## src/rtl/a53_pkg.sv

```systemverilog
// Shared widths, register select codes, reset values and memory prefixes
// Written data word with its mode and bank views
`default_nettype none

package a53_pkg;

	// Bus widths
	localparam int CPU_ADDR_W = 16;
	localparam int PPU_ADDR_W = 14;
	localparam int MEM_ADDR_W = 22; // Cartridge memory space
	localparam int DATA_W     = 8;

	// Register widths
	localparam int INNER_W    = 4;
	localparam int OUTER_W    = 6;
	localparam int MODE_W     = 6;
	localparam int CHR_BANK_W = 2;
	localparam int PRG_BANK_W = 7; // 16K bank number, A14..A20
	localparam int SEL_W      = 2;

	// Select register codes
	localparam logic [SEL_W-1:0] SEL_CHR   = 2'd0;
	localparam logic [SEL_W-1:0] SEL_INNER = 2'd1;
	localparam logic [SEL_W-1:0] SEL_MODE  = 2'd2;
	localparam logic [SEL_W-1:0] SEL_OUTER = 2'd3;

	// Values after reset
	localparam logic [SEL_W-1:0]   SEL_RESET   = SEL_INNER;
	localparam logic [OUTER_W-1:0] OUTER_RESET = '1; // Last bank

	// Memory region prefixes
	localparam logic [8:0] PRG_RAM_PREFIX = 9'b111100000; // 8K work RAM
	localparam logic [6:0] CHR_PREFIX     = 7'b1000000;   // CHR RAM base

	// Mirroring codes in mode bits 1:0
	localparam logic [1:0] MIR_ONE_LO = 2'd0;
	localparam logic [1:0] MIR_ONE_HI = 2'd1;
	localparam logic [1:0] MIR_VERT   = 2'd2;
	localparam logic [1:0] MIR_HORZ   = 2'd3;

	// Data byte seen as a mode register write
	typedef struct packed {
		logic [1:0] pad;
		logic [1:0] size;     // Outer bank size 32K..256K
		logic [1:0] prg_mode; // NROM or UNROM layout
		logic [1:0] mirror;
	} a53_mode_wd_t;

	// Data byte seen as a CHR or inner bank write
	typedef struct packed {
		logic [2:0]         pad;
		logic               page; // One-screen page
		logic [INNER_W-1:0] bank;
	} a53_bank_wd_t;

	typedef union packed {
		a53_mode_wd_t mode_w;
		a53_bank_wd_t bank_w;
	} a53_wdata_u;

endpackage

`default_nettype wire

```

## src/rtl/a53_cpu_port.sv

```systemverilog
// CPU write decoder and select register
`timescale 1ns/100ps
`default_nettype none

module a53_cpu_port (
	input  logic                           clk,
	input  logic                           arst_n,
	input  logic                           ce,
	input  logic [a53_pkg::CPU_ADDR_W-1:0] prg_ain,
	input  logic                           prg_write,
	input  logic [a53_pkg::DATA_W-1:0]     prg_din,
	output logic                           bank_we, // Register window write
	output logic [a53_pkg::SEL_W-1:0]      sel
);

	logic cpu_we;   // Qualified CPU write
	logic sel_hit;  // $5000-$5FFF
	logic sel_we;

	assign cpu_we  = ce && prg_write;
	assign sel_hit = (prg_ain[15:12] == 4'h5);
	assign sel_we  = cpu_we && sel_hit;

	// Any write to $8000-$FFFF hits the selected register
	assign bank_we = cpu_we && prg_ain[15];

	always_ff @(posedge clk or negedge arst_n) begin
		if (!arst_n) begin
			sel <= a53_pkg::SEL_RESET;
		end else if (sel_we) begin
			sel <= {prg_din[7], prg_din[0]}; // D7 picks mode/outer group
		end
	end

	// Select register moves only after a CPU cycle
	a_sel_needs_ce: assert property (
		@(posedge clk) disable iff (!arst_n)
		!ce |=> $stable(sel)
	) else $error("sel changed without ce");

endmodule

`default_nettype wire

```

## src/rtl/a53_bank_regs.sv

```systemverilog
// CHR, inner, mode and outer bank registers
// Decodes the written byte as a mode word or a bank word
`timescale 1ns/100ps
`default_nettype none

module a53_bank_regs (
	input  logic                            clk,
	input  logic                            arst_n,
	input  logic                            bank_we,
	input  logic [a53_pkg::SEL_W-1:0]       sel,
	input  logic [a53_pkg::DATA_W-1:0]      prg_din,
	output logic [a53_pkg::INNER_W-1:0]     inner,
	output logic [a53_pkg::OUTER_W-1:0]     outer,
	output logic [a53_pkg::MODE_W-1:0]      mode,
	output logic [a53_pkg::CHR_BANK_W-1:0]  chr_bank
);

	a53_pkg::a53_wdata_u wd; // Byte under both views

	logic chr_we;
	logic inner_we;
	logic mode_we;
	logic outer_we;
	logic page_we;  // One-screen page follows bank writes

	assign wd = prg_din;

	assign chr_we   = bank_we && (sel == a53_pkg::SEL_CHR);
	assign inner_we = bank_we && (sel == a53_pkg::SEL_INNER);
	assign mode_we  = bank_we && (sel == a53_pkg::SEL_MODE);
	assign outer_we = bank_we && (sel == a53_pkg::SEL_OUTER);

	// Only while mirroring is one-screen
	assign page_we = (chr_we || inner_we) && !mode[1];

	always_ff @(posedge clk or negedge arst_n) begin
		if (!arst_n) begin
			chr_bank <= '0;
		end else if (chr_we) begin
			chr_bank <= wd.bank_w.bank[a53_pkg::CHR_BANK_W-1:0]; // 8K CHR RAM page
		end
	end

	always_ff @(posedge clk or negedge arst_n) begin
		if (!arst_n) begin
			inner <= '0;
		end else if (inner_we) begin
			inner <= wd.bank_w.bank;
		end
	end

	always_ff @(posedge clk or negedge arst_n) begin
		if (!arst_n) begin
			outer <= a53_pkg::OUTER_RESET; // Boot from last bank
		end else if (outer_we) begin
			outer <= prg_din[a53_pkg::OUTER_W-1:0];
		end
	end

	// Full mode write, or just the page bit from a bank write
	always_ff @(posedge clk or negedge arst_n) begin
		if (!arst_n) begin
			mode <= '0; // One-screen lower, 32K NROM
		end else if (mode_we) begin
			mode <= {wd.mode_w.size, wd.mode_w.prg_mode, wd.mode_w.mirror};
		end else if (page_we) begin
			mode[0] <= wd.bank_w.page;
		end
	end

	// Mode register holds the written byte one cycle later
	a_mode_write: assert property (
		@(posedge clk) disable iff (!arst_n)
		mode_we |=> (mode == $past(prg_din[a53_pkg::MODE_W-1:0]))
	) else $error("mode register does not match written data");

endmodule

`default_nettype wire

```

## src/rtl/a53_prg_map.sv

```systemverilog
// CPU side address mapper
// PRG bank composition, PRG RAM window and access permission
`timescale 1ns/100ps
`default_nettype none

module a53_prg_map (
	input  logic [a53_pkg::CPU_ADDR_W-1:0] prg_ain,
	input  logic                           prg_write,
	input  logic                           prg_ram_present,
	input  logic [a53_pkg::INNER_W-1:0]    inner,
	input  logic [a53_pkg::OUTER_W-1:0]    outer,
	input  logic [a53_pkg::MODE_W-1:0]     mode,
	output logic [a53_pkg::MEM_ADDR_W-1:0] prg_aout,
	output logic                           prg_allow
);

	localparam int OW = a53_pkg::OUTER_W;
	localparam int BW = a53_pkg::PRG_BANK_W;

	logic [1:0]    size;       // 0..3 for 32K..256K outer banks
	logic          unrom;      // Layout with a fixed half
	logic          a14;
	logic          switch_half;
	logic [OW-1:0] nrom_mask;  // Low size bits come from inner
	logic [BW-1:0] unrom_mask; // Low size+1 bits come from inner
	logic [OW-1:0] inner_ow;
	logic [BW-1:0] inner_bw;
	logic [BW-1:0] nrom_bank;
	logic [BW-1:0] unrom_bank;
	logic [BW-1:0] fixed_bank;
	logic [BW-1:0] prg_bank;
	logic          prg_is_ram;
	logic          rom_read;

	assign size  = mode[5:4];
	assign unrom = mode[3];
	assign a14   = prg_ain[14];

	// $C000 switches for mode 2, $8000 for mode 3
	assign switch_half = unrom && (a14 ^ mode[2]);

	assign nrom_mask  = ~({OW{1'b1}} << size);
	assign unrom_mask = ~({BW{1'b1}} << (size + 3'd1));
	assign inner_ow   = OW'(inner);
	assign inner_bw   = BW'(inner);

	// 32K bank with the inner bits merged in, then A14
	assign nrom_bank = {(outer & ~nrom_mask) | (inner_ow & nrom_mask), a14};

	// 16K bank inside the outer bank
	assign unrom_bank = ({outer, 1'b0} & ~unrom_mask) | (inner_bw & unrom_mask);

	assign fixed_bank = {outer, a14}; // Other half stays at the outer bank

	always_comb begin
		if (!unrom) begin
			prg_bank = nrom_bank;
		end else if (switch_half) begin
			prg_bank = unrom_bank;
		end else begin
			prg_bank = fixed_bank;
		end
	end

	assign prg_is_ram = (prg_ain[15:13] == 3'b011) && prg_ram_present; // $6000-$7FFF
	assign rom_read   = prg_ain[15] && !prg_write;

	always_comb begin
		if (prg_is_ram) begin
			prg_aout = {a53_pkg::PRG_RAM_PREFIX, prg_ain[12:0]};
		end else begin
			prg_aout = {1'b0, prg_bank, prg_ain[13:0]};
		end
	end

	assign prg_allow = prg_is_ram || rom_read;

	// ROM is never written from the CPU
	always_comb begin
		a_no_rom_write: assert final (!(prg_allow && prg_write && prg_ain[15]))
			else $error("prg_allow high for a ROM write");
	end

endmodule

`default_nettype wire

```

## src/rtl/a53_ppu_map.sv

```systemverilog
// PPU side address mapper
// CHR RAM banking and nametable mirroring
`timescale 1ns/100ps
`default_nettype none

module a53_ppu_map (
	input  logic [a53_pkg::PPU_ADDR_W-1:0] chr_ain,
	input  logic                           chr_is_ram,
	input  logic [a53_pkg::MODE_W-1:0]     mode,
	input  logic [a53_pkg::CHR_BANK_W-1:0] chr_bank,
	output logic [a53_pkg::MEM_ADDR_W-1:0] chr_aout,
	output logic                           chr_allow,
	output logic                           vram_a10,
	output logic                           vram_ce
);

	logic [1:0] mirror; // Mode bits 1:0

	assign mirror = mode[1:0];

	// 8K CHR RAM page picked by chr_bank
	assign chr_aout = {a53_pkg::CHR_PREFIX, chr_bank, chr_ain[12:0]};

	assign chr_allow = chr_is_ram; // Writable only when RAM fitted
	assign vram_ce   = chr_ain[13]; // Nametables in console VRAM

	always_comb begin
		case (mirror)
			a53_pkg::MIR_ONE_LO,
			a53_pkg::MIR_ONE_HI: vram_a10 = mode[0];     // Page bit is the code's low bit
			a53_pkg::MIR_VERT:   vram_a10 = chr_ain[10];
			a53_pkg::MIR_HORZ:   vram_a10 = chr_ain[11];
			default:             vram_a10 = chr_ain[10];
		endcase
	end

endmodule

`default_nettype wire

```

## src/rtl/a53_top.sv

```systemverilog
// Action 53 mapper top level
// CPU write port, bank registers and the PRG and PPU address mappers
`timescale 1ns/100ps
`default_nettype none

module a53_top (
	input  logic                            clk,
	input  logic                            arst_n,
	input  logic                            ce,              // CPU cycle strobe
	input  logic [a53_pkg::CPU_ADDR_W-1:0]  prg_ain,
	input  logic                            prg_write,
	input  logic [a53_pkg::DATA_W-1:0]      prg_din,
	input  logic                            prg_ram_present, // Cartridge has work RAM
	input  logic                            chr_is_ram,
	input  logic [a53_pkg::PPU_ADDR_W-1:0]  chr_ain,
	output logic [a53_pkg::MEM_ADDR_W-1:0]  prg_aout,
	output logic                            prg_allow,
	output logic [a53_pkg::MEM_ADDR_W-1:0]  chr_aout,
	output logic                            chr_allow,
	output logic                            vram_a10,
	output logic                            vram_ce
);

	logic                            bank_we;  // $8000+ write strobe
	logic [a53_pkg::SEL_W-1:0]       sel;
	logic [a53_pkg::INNER_W-1:0]     inner;
	logic [a53_pkg::OUTER_W-1:0]     outer;
	logic [a53_pkg::MODE_W-1:0]      mode;
	logic [a53_pkg::CHR_BANK_W-1:0]  chr_bank;

	a53_cpu_port i_a53_cpu_port (
		.clk       (clk),
		.arst_n    (arst_n),
		.ce        (ce),
		.prg_ain   (prg_ain),
		.prg_write (prg_write),
		.prg_din   (prg_din),
		.bank_we   (bank_we),
		.sel       (sel)
	);

	a53_bank_regs i_a53_bank_regs (
		.clk      (clk),
		.arst_n   (arst_n),
		.bank_we  (bank_we),
		.sel      (sel),
		.prg_din  (prg_din),
		.inner    (inner),
		.outer    (outer),
		.mode     (mode),
		.chr_bank (chr_bank)
	);

	a53_prg_map i_a53_prg_map (
		.prg_ain         (prg_ain),
		.prg_write       (prg_write),
		.prg_ram_present (prg_ram_present),
		.inner           (inner),
		.outer           (outer),
		.mode            (mode),
		.prg_aout        (prg_aout),
		.prg_allow       (prg_allow)
	);

	a53_ppu_map i_a53_ppu_map (
		.chr_ain    (chr_ain),
		.chr_is_ram (chr_is_ram),
		.mode       (mode),
		.chr_bank   (chr_bank),
		.chr_aout   (chr_aout),
		.chr_allow  (chr_allow),
		.vram_a10   (vram_a10),
		.vram_ce    (vram_ce)
	);

endmodule

`default_nettype wire

```

## config.mk

```make
export PLATFORM = sky130hd
export DESIGN_NAME = a53_top
export DESIGN_NICKNAME = d
export VERILOG_FILES = /design/src/rtl/a53_pkg.sv /design/src/rtl/a53_cpu_port.sv /design/src/rtl/a53_bank_regs.sv /design/src/rtl/a53_prg_map.sv /design/src/rtl/a53_ppu_map.sv /design/src/rtl/a53_top.sv
export SDC_FILE = /design/constraint.sdc
export NUM_CORES = 1
export LEC_CHECK = 0
export BUFFER_PORTS_ARGS = -buffer_cell sky130_fd_sc_hd__buf_2
export CAP_MARGIN = 0
export CORE_MARGIN = 2
export CORE_UTILIZATION = 41
export CTS_BUF_LIST = sky130_fd_sc_hd__clkbuf_16
export CTS_CLUSTER_SIZE = 24
export DETAILED_ROUTE_END_ITERATION = 10
export GPL_ROUTABILITY_DRIVEN = 0
export PLACE_DENSITY = 0.88
export SLEW_MARGIN = 20
export SYNTH_ARGS = -nofsm -noshare
export SYNTH_HDL_FRONTEND = slang
export SYNTH_SLANG_ARGS = --single-unit
```

## constraint.sdc

```tcl
create_clock -name clk -period 1.52 [get_ports clk]
set_input_delay 0.304 -clock clk [delete_from_list [all_inputs] [get_ports clk]]
set_output_delay 0.304 -clock clk [all_outputs]
set_load 0.05 [all_outputs]
```

==> impl_metrics.py, run 1 <==
metrics = {
    "die": {
        "core-area_um2": 3050,
        "die_w_um": 60.8,
        "die_y_um": 60.8,
        "dieArea_um2": 3690,
        "io_pins": 92,
        "initial_core_util_pct": 43.3,
        "rows": 20,
    },
    "drt": {
        "ant_nets": 0,
        "drc": 0,
        "first_iter_violations": 12,
        "wl_met3_um": 194,
        "drt-vias-per-instance": 4.91,
        "wl_mm": 2.57,
        "wl_per_cell_um": 14.1,
        "wl_met2_mm": 1.29,
        "top_layer_used": "met4",
        "firstDrtPassIters": 4,
        "num_vias": 893,
        "wl_met1_mm": 1.02,
    },
    "clocking": {
        "tritoncts": "done",
        "cts.sinks": 20,
        "clock_latency_ns": 0.25,
        "clockBufferDepth": 2,
        "root_buffer": "clkbuf_16",
        "path_clk_slew_ns": 0.05,
        "cts_buffers": 3,
        "cts_htree_levels": 1,
    },
    "worst_setup_path": {
        "cp-startpoint": "i_a53_bank_regs.mode[2]$_DFFE_PN0P_",
        "rr_worst_depth": 3,
        "slowest_delay_ns": 0.45,
        "path_cells": "xor2_2, a31oi_1, o221a_2, buf_6",
        "timing.rr.start": "i_a53_cpu_port.sel[1]$_DFFE_PN0P_",
        "cp.arrival_ns": 1.42,
        "cp-end-kind": "output pin",
        "critical_path.startpoint_type": "register",
        "worstPathRequired_ns": 1.22,
        "regToRegSetupSlack_ns": 0.11,
        "path_class": "reg2out",
        "crit_fanout": 4,
        "cpMaxStageDelayCell": "dfrtp_2",
    },
    "min_path": {
        "hp-class": "in2reg",
        "holdPathStages": 2,
        "hp-start": "prg_din[7]",
    },
    "global_routing": {
        "overflow": 0,
        "gr-usage-all-layers_pct": 14.8,
        "grt_pass1_vias": 916,
        "antenna_found_initial": 0,
        "grt_max_degree": 21,
        "grt_pass1_wl_mm": 4.02,
    },
    "logic_synthesis": {
        "yosysSeqAreaShare_pct": 38.5,
        "ys_ff_latch": 20,
        "synthesis.area_um2": 1320,
        "yosysWarnings": 0,
        "synth_edf_count": 0,
        "synth-main-ff-cell": "dfrtp_1",
        "synthCells": 127,
        "synth_cell_types": 32,
        "ys_async_sr_fraction_pct": 100,
        "synth.avg_cell_area_um2": 10.4,
    },
    "place": {
        "dp_hpwl_mm": 1.98,
        "pre_cts_ws_ns": -0.163,
        "place_area_um2": 1340,
        "port_buffers": 33,
    },
    "power_and_ir_drop": {
        "power_density_nw_per_um2": 1560,
        "p_sw_share_pct": 38.7,
        "clock_power_share_pct": 22.7,
        "peakVddDrop_uv": 1010,
        "comb_power_share_pct": 40.4,
        "p_int_mw": 1.45,
        "leakage_nw": 0.718,
        "pwr-share-seq_pct": 36.9,
        "switching_power_uw": 917,
    },
    "sta": {
        "rsz0062_at_grt": "true",
        "drv_slew": 0,
        "setup_viol": 4,
        "worst_slack_ns": -0.202,
        "hold_viol_final": 0,
        "setup_tns_ns": -0.635,
        "post-route-period-util_pct": 113,
        "fmax_mhz": 581,
        "fin_skew_ns": 0.000946,
        "final.min_clock_period_ns": 1.72,
    },
    "status": {
        "failed_checks": "setup timing",
        "status": "complete, but fails checks",
    },
    "final_layout": {
        "synthToLayoutAreaGrowth_pct": 15.0,
        "final_nets": 183,
        "antenna_cells": 0,
        "design_area_um2": 1520,
        "layout-drive-gt1-share_pct": 62.3,
    },
    "job": {
        "maxCapViolCount": 0,
    },
}
cell usage after synthesis, types with 3 or more instances:
cell type  instances  area, µm²
a21oi_1            3       15.0
dfrtp_1           13        325
inv_1              6       22.5
mux2_2            19        214
buf_4             36        270
a31oi_1            5       31.3
nor2_1             3       11.3
nand2b_1           3       18.8
nand3_1            3       15.0
dfstp_2            7        184
worst max-delay path, delay by kind of cell, from the launching register on:
| kind | cells | cell delay [ns] |
|---|---|---|
| buffers and inverters | 1 | 0.15 |
| XOR/XNOR | 1 | 0.17 |
| AO/OA/AOI/OAI | 2 | 0.39 |
| flip-flops | 1 | 0.45 |
state kept, by name (all words and copies together) (netlist names):
signal / flops
i_a53_bank_regs.inner: 4
i_a53_bank_regs.chr_bank: 2
i_a53_bank_regs.outer: 6
i_a53_bank_regs.mode: 6
i_a53_cpu_port.sel: 2
cell families (layout without fill, tap and decap cells):
group	count (synthesis)	after routing	synth area share [%]
multiplexers	20	20	17.0
other	2	7	0.568
XOR/XNOR	2	2	1.33
flip-flops	20	20	38.5
AO/OA/AOI/OAI	15	15	7.67
AND/OR/NAND/NOR	25	25	12.5
buffers and inverters	43	49	22.4
cells in the final DEF (no fill, tap or decap), types with 3 or more instances in the layout:
cell type,count
buf_2,22
mux2_2,19
dfrtp_1,10
buf_4,9
inv_1,7
conb_1,7
dfstp_2,7
buf_6,6
nand2b_1,3
a31oi_2,3
clkbuf_16,3
dfrtp_2,3
metrics by stage:
| step | total power [mW] | std cells | hold WS (ns) | util (%) |
|---|---|---|---|---|
| final | 2.37 | 182 | 0.279 | 49.8 |
| after global routing | 2.48 | 182 | 0.294 | 49.8 |
| after CTS | 2.37 | 181 | 0.277 | 49.2 |
| after detailed placement | 1.72 | 176 | 0.267 | 43.9 |
| after global placement | 1.69 | 176 | 0.264 | 43.9 |
| after floorplan | 1.70 | 132 | 0.00841 | - |
routing by layer:
metal / vias up / track usage [%]
met4: 0 / 9.63
met3: 11 / 3.62
met2: 42 / 25.2
li1: 416 / -
met5: - / 0
met1: 424 / 16.4
path summary, 6_finish.rpt:
path,end
worst max-delay path,prg_aout[17]
worst min-delay path,i_a53_cpu_port.sel[1]$_DFFE_PN0P_
worst max register to register,i_a53_bank_regs.mode[1]$_DFFE_PN0P_
worst min register to register,i_a53_bank_regs.chr_bank[0]$_DFFE_PN0P_
max in group asynchronous,i_a53_bank_regs.outer[4]$_DFFE_PN1P_
min in group asynchronous,i_a53_bank_regs.inner[1]$_DFFE_PN0P_
cell type report:
| type | count | area, µm² |
|---|---|---|
| fillers | 291 | 1530 |
| repair buffers | 39 | 263 |
| well taps | 44 | 55.1 |
| inverters | 6 | 22.5 |
| clock buffers | 3 | 75.1 |
| clock inverters | 1 | 3.75 |
| flip-flops and latches | 20 | 513 |
| multi-input cells | 69 | 587 |
power groups by stage:
| stage | Combinational [mW] | Clock, mW | Sequential, mW |
|---|---|---|---|
| 6_report | 0.959 | 0.537 | 0.874 |
| 4_1_cts | 0.951 | 0.553 | 0.864 |
| 2_1_floorplan | 0.862 | 0 | 0.837 |
| 3_5_place_dp | 0.862 | 0 | 0.861 |
| 3_3_place_gp | 0.846 | 0 | 0.848 |
| 5_1_grt | 1.01 | 0.562 | 0.900 |
timing repair:
item / CTS / global route
pin swaps: 4 / 6
buffers inserted: 0 / 1
hold buffers: 1 / 0
gates resized for setup: 21 / 5
hold endpoints to repair: 13 / 0
setup endpoints to repair: 10 / 7
(Power assumes the default switching activity.)
==> inputs of run 2 (changes only) <==
--- a/config.mk
+++ b/config.mk
@@ -7,12 +7,14 @@
 export LEC_CHECK = 0
 export BUFFER_PORTS_ARGS = -buffer_cell sky130_fd_sc_hd__buf_2
 export CAP_MARGIN = 0
+export CORE_ASPECT_RATIO = 0.5
 export CORE_MARGIN = 2
 export CORE_UTILIZATION = 41
 export CTS_BUF_LIST = sky130_fd_sc_hd__clkbuf_16
 export CTS_CLUSTER_SIZE = 24
 export DETAILED_ROUTE_END_ITERATION = 10
 export GPL_ROUTABILITY_DRIVEN = 0
+export HOLD_SLACK_MARGIN = 0.06
 export PLACE_DENSITY = 0.88
 export SLEW_MARGIN = 20
 export SYNTH_ARGS = -nofsm -noshare
==> impl_metrics.py, run 2 (synthesis gave the netlist of run 1 again) <==
metrics = {
    "drt": {
        "wl_per_cell_um": 16.1,
        "first_iter_violations": 26,
        "ant_nets": 0,
        "drt-vias-per-instance": 5.27,
        "firstDrtPassIters": 4,
        "num_vias": 949,
        "drc": 0,
        "wl_mm": 2.90,
    },
    "sta": {
        "drv_slew": 0,
        "setup_viol": 4,
        "hold_viol_final": 0,
        "fmax_mhz": 575,
        "final.min_clock_period_ns": 1.74,
        "post-route-period-util_pct": 114,
        "worst_slack_ns": -0.220,
        "fin_skew_ns": 0.00406,
        "rsz0062_at_grt": "true",
    },
    "final_layout": {
        "top_regs": "i_a53_bank_regs.mode (6), i_a53_bank_regs.outer (6), i_a53_bank_regs.inner (4)",
        "antenna_cells": 0,
        "fin_cells": 180,
        "layout-drive-gt1-share_pct": 62.1,
        "seqCellArea_um2": 513,
        "multiInputGateArea_um2": 596,
        "final_nets": 185,
        "synthToLayoutAreaGrowth_pct": 17.4,
        "final_common_cell": "buf_2",
        "num-fill-cells": 235,
        "design_area_um2": 1550,
        "final_cell_mix": "buf_2 (21), mux2_2 (19), dfrtp_1 (10)",
    },
    "worst_setup_path": {
        "regToRegSetupSlack_ns": 0.07,
        "path_class": "reg2out",
        "crit_fanout": 4,
        "cp.arrival_ns": 1.44,
        "timing.rr.end": "i_a53_bank_regs.mode[4]$_DFFE_PN0P_",
        "worstPathRequired_ns": 1.22,
        "timing.rr.start": "i_a53_cpu_port.sel[1]$_DFFE_PN0P_",
        "cp-end-kind": "output pin",
        "rr_worst_depth": 3,
        "critical_path.startpoint_type": "register",
    },
    "status": {
        "status": "complete, but fails checks",
        "failed_checks": "setup timing",
    },
    "min_path": {
        "min_to": "i_a53_cpu_port.sel[1]$_DFFE_PN0P_",
        "hp-class": "in2reg",
        "holdPathStages": 2,
        "hp-start": "prg_din[7]",
    },
    "die": {
        "die_w_um": 84.3,
        "die_y_um": 44.1,
        "rows": 14,
        "dieArea_um2": 3720,
        "io_pins": 92,
        "core-area_um2": 3030,
        "initial_core_util_pct": 43.6,
    },
    "clocking": {
        "clockBufferDepth": 2,
        "cts_htree_levels": 1,
        "path_clk_slew_ns": 0.05,
        "root_buffer": "clkbuf_16",
        "clock_latency_ns": 0.24,
        "cts_buffers": 3,
        "cts.sinks": 20,
        "tritoncts": "done",
    },
    "global_routing": {
        "antenna_found_initial": 0,
        "overflow": 0,
        "grt_max_degree": 21,
        "gr-usage-all-layers_pct": 16.2,
        "grt_pass1_wl_mm": 4.69,
        "grt_pass1_vias": 1010,
    },
    "power_and_ir_drop": {
        "clock_power_share_pct": 21.1,
        "pwr-share-seq_pct": 36.0,
        "p_sw_share_pct": 38.5,
        "leakage_nw": 0.734,
        "comb_power_share_pct": 42.8,
        "p_int_mw": 1.50,
        "power_density_nw_per_um2": 1570,
        "switching_power_uw": 935,
        "power.total_mw": 2.43,
        "peakVddDrop_uv": 554,
    },
    "place": {
        "dp_hpwl_mm": 2.13,
        "placed_cells": 174,
        "place_area_um2": 1350,
        "port_buffers": 33,
    },
    "job": {
        "maxCapViolCount": 0,
    },
}
run 2: metal layers:
layer	GRT usage (%)	part of all wire, %	up-vias
li1	-	-	426
met1	16.4	38	454
met2	30.5	51	51
met3	4.29	7.6	18
met4	11.3	3.7	0
met5	0	0	-
run 2: worst max-delay path by stage:
stage	startpoint	to	slack (ns)	depth (start not counted)
after floorplan	prg_ain[15]	prg_aout[15]	-0.12	4
after global routing	i_a53_bank_regs.mode[2]$_DFFE_PN0P_	prg_aout[17]	-0.25	4
after detailed placement	prg_ain[14]	prg_aout[15]	-0.16	6
after CTS	i_a53_bank_regs.mode[2]$_DFFE_PN0P_	prg_aout[17]	-0.23	4
final	i_a53_bank_regs.mode[2]$_DFFE_PN0P_	prg_aout[17]	-0.22	4
after global placement	prg_ain[14]	prg_aout[15]	-0.14	6
run 2: area by class of cell:
class | count | area share (%)
clock buffers | 3 | 4.84
clock inverters | 1 | 0.242
inverters | 6 | 1.45
multi-input cells | 69 | 38.4
flip-flops and latches | 20 | 33.1
well taps | 40 | 3.23
repair buffers | 41 | 18.8
run 2: worst max-delay path, cell delays in order (launching register included):
cell     delay, ns
dfrtp_2       0.46
xor2_4        0.18
a31oi_1       0.18
o221a_2       0.22
buf_6         0.15
run 2: per-stage QoR:
stage / TNS [ns] / hold WS, ns / setup WS [ns] / utilization (%)
after global routing: -0.978 / 0.310 / -0.255 / 51.2
after global placement: -0.700 / 0.259 / -0.144 / 44.5
after detailed placement: -0.952 / 0.262 / -0.160 / 44.5
final: -0.745 / 0.297 / -0.220 / 51.2
after CTS: -0.712 / 0.286 / -0.227 / 49.5
after floorplan: -0.288 / 0.00841 / -0.118 / -
run 2: power by group through the flow:
stage	combinational, mW	sequential (mW)	clock [mW]
floorplan	0.862	0.837	0
global placement	0.868	0.843	0
detailed placement	0.894	0.858	0
CTS	0.988	0.866	0.525
global route	1.09	0.900	0.546
finish	1.04	0.876	0.514
run 2: timing repair:
item / in CTS / in global routing
setup endpoints to repair: 10 / 11
pin swaps: 3 / 1
hold buffers: 1 / 0
resized for setup: 20 / 12
buffers inserted: 0 / 1
endpoints found under the hold margin: 13 / 0
